--- config.mk ---
export PLATFORM = sky130hd
export DESIGN_NAME = fb_top
export DESIGN_NICKNAME = d
export VERILOG_FILES = /design/src/common/fb_pkg.sv /design/src/fetch/plane_fetch.sv /design/src/shifter/plane_shifter.sv /design/src/design/pixel_out.sv /design/src/design/fb_top.sv
export SDC_FILE = /design/constraint.sdc
export NUM_CORES = 1
export LEC_CHECK = 0
export BUFFER_PORTS_ARGS = -buffer_cell sky130_fd_sc_hd__buf_4
export CAP_MARGIN = 10
export CORE_UTILIZATION = 25
export CTS_CLUSTER_DIAMETER = 200
export DETAILED_ROUTE_END_ITERATION = 7
export PLACE_DENSITY_LB_ADDON = 0.12
export SLEW_MARGIN = 30
export SYNTH_ARGS = -nofsm -noshare
export SYNTH_HDL_FRONTEND = slang
export SYNTH_SLANG_ARGS = --single-unit
--- constraint.sdc ---
create_clock -name clk24 -period 2.7 [get_ports clk24]
set_input_delay 0.135 -clock clk24 [delete_from_list [all_inputs] [get_ports clk24]]
set_output_delay 0.135 -clock clk24 [all_outputs]
set_load 0.05 [all_outputs]
--- src/common/fb_pkg.sv ---
//----------------------------------------------------------------------
// frame buffer pixel path shared definitions
//   geometry localparams for planes, columns and rows
//   video SRAM address word with raw and field views
//----------------------------------------------------------------------

package fb_pkg;

	//------------------------------------------------------------------
	// geometry
	//------------------------------------------------------------------

	// four bit planes give a 4-bit colour index
	localparam int plane_count = 4;

	// byte column counter, bit 0 is dropped from the address
	localparam int column_w = 6;

	// scan row input, bit 0 selects the line pair half
	localparam int row_w = 9;

	// line start value, chosen so the column wraps to zero at the left edge
	localparam logic [column_w-1:0] column_reload = 6'd52;

	// pixel enables between border_raw and borderx,
	// equal to the shift register latency
	localparam int border_delay_len = 5;

	//------------------------------------------------------------------
	// video SRAM address
	//------------------------------------------------------------------

	// field layout, msb first
	typedef struct packed {
		logic       page;
		logic [1:0] plane;
		logic [4:0] col;
		logic [7:0] row;
	} fb_addr_fields_t;

	// same 16 bits seen as a bus or as fields
	typedef union packed {
		logic [15:0]     raw;
		fb_addr_fields_t fields;
	} fb_addr_u;

endpackage

--- src/fetch/plane_fetch.sv ---
//----------------------------------------------------------------------
// bit plane fetch sequencer
//   phase and byte column counters
//   video SRAM address generation
//   per-plane load strobes and raw border flag
//----------------------------------------------------------------------

module plane_fetch (
	input  logic                        clk24,
	input  logic                        arst_n,
	input  logic                        video_slice,
	input  logic                        hsync,
	input  logic [fb_pkg::row_w-1:0]    fb_row,
	output fb_pkg::fb_addr_u            addr,
	output logic [fb_pkg::plane_count-1:0] load,
	output logic                        border_raw
);

	// phase within one column fetch, two clocks per plane
	logic [2:0] ax;

	// byte column, bit 0 is not part of the address
	logic [fb_pkg::column_w-1:0] column;

	// last phase of the column
	logic phase_wrap;

	// hsync low on the odd row half starts a new line
	logic line_start;

	// column wraps through zero here
	logic column_zero;

	// load strobe for the next cycle
	logic [fb_pkg::plane_count-1:0] load_next;

	assign phase_wrap  = (ax == 3'd7);
	assign line_start  = !hsync && fb_row[0];
	assign column_zero = (column == '0);

	// plane k is addressed while ax is 2k and 2k+1,
	// the strobe fires one clock after ax equals 2k
	always_comb begin
		for (int k = 0; k < fb_pkg::plane_count; k++) begin
			load_next[k] = (ax == 3'(2 * k));
		end
	end

	//------------------------------------------------------------------
	// phase counter, address and load strobes
	//------------------------------------------------------------------
	always_ff @(posedge clk24 or negedge arst_n) begin
		if (!arst_n) begin
			ax       <= 3'd0;
			addr.raw <= 16'h0000;
			load     <= '0;
		end else if (video_slice) begin
			ax <= ax + 3'd1;
			// address uses the column before any advance this clock
			addr.fields.page  <= 1'b1;
			addr.fields.plane <= ax[2:1];
			addr.fields.col   <= column[fb_pkg::column_w-1:1];
			addr.fields.row   <= fb_row[fb_pkg::row_w-1:1];
			load <= load_next;
		end else begin
			// stalled, no strobes and counters hold
			load <= '0;
		end
	end

	//------------------------------------------------------------------
	// column counter and border flag
	//------------------------------------------------------------------
	always_ff @(posedge clk24 or negedge arst_n) begin
		if (!arst_n) begin
			column     <= '0;
			border_raw <= 1'b0;
		end else if (video_slice && phase_wrap) begin
			if (line_start) begin
				column     <= fb_pkg::column_reload;
				border_raw <= 1'b1;
			end else begin
				column <= column + 1'b1;
			end
			// toggle wins over the line start set when both happen
			if (column_zero) begin
				border_raw <= !border_raw;
			end
		end
	end

endmodule

--- src/shifter/plane_shifter.sv ---
//----------------------------------------------------------------------
// one bit plane buffer
//   pair of 8-bit shift registers in ping-pong
//   pipe_abx picks the shifting register, the other takes loads
//----------------------------------------------------------------------

module plane_shifter (
	input  logic       clk24,
	input  logic       arst_n,
	input  logic       ce_pixel,
	input  logic       pipe_abx,
	input  logic       load,
	input  logic [7:0] din,
	output logic       bit_out
);

	// register a shifts while pipe_abx is low
	logic [7:0] shreg_a;

	// register b shifts while pipe_abx is high
	logic [7:0] shreg_b;

	// per-register enables
	logic load_a;
	logic load_b;
	logic shift_a;
	logic shift_b;

	//------------------------------------------------------------------
	// enable decode
	//------------------------------------------------------------------

	// loads go to the idle register
	assign load_a = load && pipe_abx;
	assign load_b = load && !pipe_abx;

	// shifting goes to the selected register
	assign shift_a = ce_pixel && !pipe_abx;
	assign shift_b = ce_pixel && pipe_abx;

	// selected msb is the current pixel bit
	assign bit_out = pipe_abx ? shreg_b[7] : shreg_a[7];

	//------------------------------------------------------------------
	// registers
	//------------------------------------------------------------------
	always_ff @(posedge clk24 or negedge arst_n) begin
		if (!arst_n) begin
			shreg_a <= 8'h00;
		end else if (load_a) begin
			shreg_a <= din;
		end else if (shift_a) begin
			// left shift, zero fill
			shreg_a <= {shreg_a[6:0], 1'b0};
		end
	end

	always_ff @(posedge clk24 or negedge arst_n) begin
		if (!arst_n) begin
			shreg_b <= 8'h00;
		end else if (load_b) begin
			shreg_b <= din;
		end else if (shift_b) begin
			shreg_b <= {shreg_b[6:0], 1'b0};
		end
	end

endmodule

--- src/design/pixel_out.sv ---
//----------------------------------------------------------------------
// pixel output stage
//   border flag delay line on pixel enables
//   colour index assembly and border colour override
//----------------------------------------------------------------------

module pixel_out (
	input  logic       clk24,
	input  logic       arst_n,
	input  logic       ce_pixel,
	input  logic       border_raw,
	input  logic [3:0] plane_bits,
	input  logic [3:0] border_color,
	output logic [3:0] coloridx,
	output logic       borderx
);

	// border flag pipeline, newest at bit 0
	logic [fb_pkg::border_delay_len-1:0] border_line;

	//------------------------------------------------------------------
	// delay line
	//------------------------------------------------------------------

	// one stage per pixel, lines the flag up with the shifter output
	always_ff @(posedge clk24 or negedge arst_n) begin
		if (!arst_n) begin
			border_line <= '0;
		end else if (ce_pixel) begin
			border_line <= {border_line[fb_pkg::border_delay_len-2:0], border_raw};
		end
	end

	// oldest stage
	assign borderx = border_line[fb_pkg::border_delay_len-1];

	//------------------------------------------------------------------
	// colour index
	//------------------------------------------------------------------

	// plane 0 already sits at bit 3 of plane_bits
	// border colour replaces the pixel while in the border
	assign coloridx = borderx ? border_color : plane_bits;

endmodule

--- src/design/fb_top.sv ---
//----------------------------------------------------------------------
// frame buffer pixel path top level
//   fetch sequencer, four plane shifters, pixel output stage
//----------------------------------------------------------------------

module fb_top (
	input  logic        clk24,
	input  logic        arst_n,
	input  logic        ce_pixel,
	input  logic        video_slice,
	input  logic        pipe_abx,
	input  logic        hsync,
	input  logic [8:0]  fb_row,
	input  logic [3:0]  border_color,
	input  logic [7:0]  sram_dq,
	output logic [15:0] sram_addr,
	output logic [3:0]  coloridx,
	output logic        borderx
);

	// fetch address in both views
	fb_pkg::fb_addr_u fetch_addr;

	// per-plane load strobes
	logic [3:0] load;

	// border flag before the pixel delay line
	logic border_raw;

	// plane bits, plane 0 at the msb
	logic [3:0] plane_bits;

	// SRAM bus takes the raw view
	assign sram_addr = fetch_addr.raw;

	//------------------------------------------------------------------
	// producer
	//------------------------------------------------------------------
	plane_fetch fetch0 (
		.clk24       (clk24),
		.arst_n      (arst_n),
		.video_slice (video_slice),
		.hsync       (hsync),
		.fb_row      (fb_row),
		.addr        (fetch_addr),
		.load        (load),
		.border_raw  (border_raw)
	);

	//------------------------------------------------------------------
	// buffers, one per plane
	//------------------------------------------------------------------
	plane_shifter shift0 (
		.clk24 (clk24), .arst_n (arst_n), .ce_pixel (ce_pixel), .pipe_abx (pipe_abx),
		.load (load[0]), .din (sram_dq), .bit_out (plane_bits[3])
	);
	plane_shifter shift1 (
		.clk24 (clk24), .arst_n (arst_n), .ce_pixel (ce_pixel), .pipe_abx (pipe_abx),
		.load (load[1]), .din (sram_dq), .bit_out (plane_bits[2])
	);
	plane_shifter shift2 (
		.clk24 (clk24), .arst_n (arst_n), .ce_pixel (ce_pixel), .pipe_abx (pipe_abx),
		.load (load[2]), .din (sram_dq), .bit_out (plane_bits[1])
	);
	plane_shifter shift3 (
		.clk24 (clk24), .arst_n (arst_n), .ce_pixel (ce_pixel), .pipe_abx (pipe_abx),
		.load (load[3]), .din (sram_dq), .bit_out (plane_bits[0])
	);

	//------------------------------------------------------------------
	// consumer
	//------------------------------------------------------------------
	pixel_out out0 (
		.clk24        (clk24),
		.arst_n       (arst_n),
		.ce_pixel     (ce_pixel),
		.border_raw   (border_raw),
		.plane_bits   (plane_bits),
		.border_color (border_color),
		.coloridx     (coloridx),
		.borderx      (borderx)
	);

endmodule

Word-level counts from Yosys, hierarchy flattened:

Index checks and enable logic that the tools add are counted.

* reduce and logical (&&, ||, !) cells: 27
* mux-type cells: 25
* eq/ne operators: 4
* add/subtract/negate cells: 2

Operators with widths (number)
* $mux 8: 16
* $reduce_bool 2->1: 9
* $logic_and 1x1->1: 12
* $eq 3x3->1 const B: 3
* $mux 4: 2
* $add 6x1->6 const B: 1
* $logic_not 6->1: 1
* $mux 1: 6
* $mux 6: 1
* $add 3x1->3 const B: 1
* $eq 3x2->1 const B: 1
* $logic_not 1->1: 3
* $logic_not 3->1: 1
* $reduce_and 2->1: 1

* register bits: 99
* output and inout port bits: 21

Depth between registers and ports, before layout:

* depth after elaboration: 4
* gate-level depth with buffers: 6
* depth with buffers taken out: 6

Cells and area by module:

A second synthesis with hierarchy kept.

* cells, all modules: 396
* area, all modules: 5332.6 µm²

By module, submodules not included
* plane_shifter: area an instance 959.7 µm², times used 4, cells each 71
* plane_fetch: area an instance 1267.5 µm², times used 1, cells each 98
* pixel_out: area an instance 226.5 µm², times used 1, cells each 14

Worst setup path after synthesis:

Ideal clock, no wire load.

* path type: reg2out
* start: reg out0.border_line[4] (netlist bit)
* end: out coloridx[0]
* cell stages (with the launch flop): 3
* slack: 0.662 ns
* required time: 2.565 ns
* data arrival time: 1.903 ns
* cells stage by stage: dfrtp_1 buf_1 o21ai_0

* word-level cells in the longest chain between the ends: 1

Ends and longest elaborated chain
* start, declared: line pixel_out.sv:19 `logic [fb_pkg::border_delay_len-1:0] border_line;`
* start signal, assigned: line pixel_out.sv:30 `border_line <= {border_line[fb_pkg::border_delay_len-2:0], border_raw};`
* $mux 4: line pixel_out.sv:43 `assign coloridx = borderx ? border_color : plane_bits;`
* end, declared: line fb_top.sv:17 `output logic [3:0] coloridx,`

No other way between the ends.

Final worst setup path:

Same ends and word-level chain as after synthesis.

==> flow_summary.json <==
{
  "status": "finished, final reports clean",
  "dpl_cell_area_um2": 5590,
  "syn_inst": 495,
  "drt_iter0_drc": 152,
  "hold_path_class": "in -> reg",
  "arrival_ns": 1.41,
  "clockRootBuffer": "clkbuf_16",
  "skew_ns": 0.00798,
  "syn2layout_area_growth_pct": 18.3,
  "p_leak_uw": 0.00246,
  "antenna_found_initial": 0,
  "cp-start-kind": "flip-flop",
  "yosys_warnings": 0,
  "max-cap-violations": 0,
  "ir_drop_uv": 392,
  "tns_ns": 0,
  "fin_nets": 563,
  "grt_overflow": 0,
  "grt_pass1_wl_um": 18600,
  "avgRoutedWirePerCell_um": 14.1,
  "grt_usage": 0.118,
  "timing.final.crit_period_ns": 1.55,
  "gp_congestion": 0.719,
  "fin_cells": 801,
  "grt_start_max_net_pins": 67,
  "worst_pin_slew_ns": 0.779,
  "clock-sinks": 99,
  "dieArea_um2": 20700,
  "dr.pass1.iters": 4,
  "maxSlewHeadroom": 0.481,
  "layout_commonest_cell": "dfrtp_1",
  "ys_seq_area_frac": 0.492,
  "setup_viol": 0,
  "rows": 51,
  "rsz0062_at_grt": "false",
  "ant_nets": 0,
  "routed_via_density": 4.59,
  "io_pins": 48,
  "layout-drive-gt1-share": 0.226,
  "die_w_um": 144,
  "vias": 3674,
  "synth_cell_types": 34,
  "crit_type": "reg -> out",
  "hpwl_um": 7030,
  "cts_tree": "built",
  "cp.required_ns": 2.57,
  "numPortBuffers": 47,
  "dp.cells": 776,
  "die_h_um": 144,
  "coreArea_um2": 19600,
  "drc": 0,
  "drv_slew": 0,
  "post-cts-setup-buffers": 0,
  "cts.path.max_buffers": 2,
  "syn_nets": 528,
  "routed_wirelength_um": 11300,
  "fin_area_um2": 5960,
  "htree_levels": 3,
  "end_kind": "primary output",
  "netlist_area_um2": 5030,
  "clk_pin_slew_ns": 0.07,
  "start_util": 0.257,
  "clk-insertion-delay-late_ns": 0.35,
  "avgSynthCellArea_um2": 10.2,
  "critical_path.max_fanout": 10,
  "grt_pass1_vias": 3549,
  "synth_seq_cells": 99,
  "numCtsBuffers": 9,
  "power_density_nw_per_um2": 914,
  "hold_viol_final": 0,
  "timing.final.crit_share": 0.573,
  "fillCellCount": 2027,
  "layout_common_cells": "dfrtp_1, o21ai_0, buf_4",
  "fmax_ghz": 0.647
}
## worst max-delay path: stages, from the launching register on
cell and delay [ns]:
dfrtp_1 0.65, nand2_1 0.09, o21ai_0 0.09, buf_4 0.23
## power breakdown
group	switching (µW)	internal (µW)	leakage (µW)
Sequential	458	1970	0.00121
Clock	636	643	0.000139
Combinational	923	810	0.00111
Total	2020	3430	0.00246
## area by class of cell
class,count,area [µm²],area share
Clock buffer,9,225,0.0378
Antenna cell,1,2.50,0.000420
Multi-Input combinational cell,355,2350,0.394
Sequential cell,99,2480,0.416
Inverter,5,18.8,0.00315
Tap cell,265,332,0.0557
Timing Repair Buffer,60,495,0.0832
Clock inverter,7,58.8,0.00987
## kinds of logic after synthesis
kind of cell | after synthesis | share of synthesized area
flip-flops | 99 | 0.492
adder cells (fa/ha/maj) | 6 | 0.0149
buffers and inverters | 41 | 0.0415
AO/OA/AOI/OAI | 161 | 0.178
AND/OR/NAND/NOR | 127 | 0.132
multiplexers | 60 | 0.139
XOR/XNOR | 1 | 0.00174
## layer usage
layer,vias up,GRT usage,wire length [µm],share of wire
li1,1820,-,-,-
met1,1788,0.149,5380,0.48
met2,58,0.193,5340,0.47
met3,8,0.0320,418,0.037
met4,0,0.0409,127,0.011
met5,-,0,0,0
## state kept, by name, indices dropped and copies added, names as in the netlist
| signal | cells |
|---|---|
| fetch0.addr | 16 |
| shift0.shreg_a | 8 |
| shift0.shreg_b | 8 |
| shift1.shreg_a | 8 |
| shift1.shreg_b | 8 |
| shift2.shreg_a | 8 |
| shift2.shreg_b | 8 |
| shift3.shreg_a | 8 |
| shift3.shreg_b | 8 |
| fetch0.column | 6 |
| out0.border_line | 5 |
| fetch0.load | 4 |
| fetch0.ax | 3 |
| fetch0.border_raw | 1 |
## through the flow
step | hold slack [ns] | setup slack (ns) | utilization | total power, µW
6_report | 0.0227 | 1.15 | 0.304 | 5440
5_1_grt | 0.0247 | 0.998 | 0.304 | 5850
4_1_cts | 0.00341 | 1.06 | 0.304 | 5540
3_5_place_dp | 0.269 | 1.14 | 0.285 | 4210
3_3_place_gp | 0.270 | 1.15 | 0.285 | 4180
2_1_floorplan | -0.161 | 0.662 | - | 3680
## worst paths after layout
| path | end | from | cells past startpoint | slack, ns |
|---|---|---|---|---|
| min in group asynchronous | shift3.shreg_b[0] | arst_n | 2 | 0.40 |
| hold reg to reg | fetch0.addr[15] | fetch0.addr[15] | 1 | 0.48 |
| hold / removal | fetch0.addr[0] | fb_row[1] | 2 | 0.02 |
| max in group asynchronous | fetch0.addr[14] | arst_n | 3 | 1.59 |
| setup reg to reg | shift1.shreg_a[0] | fetch0.load[1] | 3 | 1.24 |
| setup / recovery | coloridx[0] | out0.border_line[4] | 3 | 1.15 |
## synthesized netlist by cell type
cell	count	area share
a211o_1	1	0.0017
a211oi_1	28	0.042
a21oi_1	30	0.030
a22o_1	1	0.0017
a31oi_1	1	0.0012
and2_1	1	0.0012
and3_1	4	0.0050
and3b_1	2	0.0035
buf_1	3	0.0022
buf_2	14	0.014
buf_4	5	0.0075
buf_6	1	0.0022
buf_8	1	0.0030
clkbuf_1	12	0.0090
dfrtp_1	99	0.49
ha_1	6	0.015
inv_1	5	0.0037
mux2_2	41	0.092
mux2_4	10	0.030
mux2i_1	9	0.018
nand2_1	46	0.034
nand2b_1	31	0.039
nand3_1	3	0.0030
nand3b_1	1	0.0015
nor2_1	6	0.0045
nor2_2	1	0.0012
nor2b_1	30	0.037
nor3_1	1	0.00099
o21ai_0	84	0.084
o21ai_1	10	0.0099
o22a_1	1	0.0017
o22ai_1	5	0.0062
or2_2	1	0.0012
xor2_1	1	0.0017
## timing repair
action                    4_1_cts  5_1_grt
hold endpoints to repair       59        0
resized for setup               0        0
hold buffers                    8        0
Note: power is estimated with default switching activity, not from simulation.
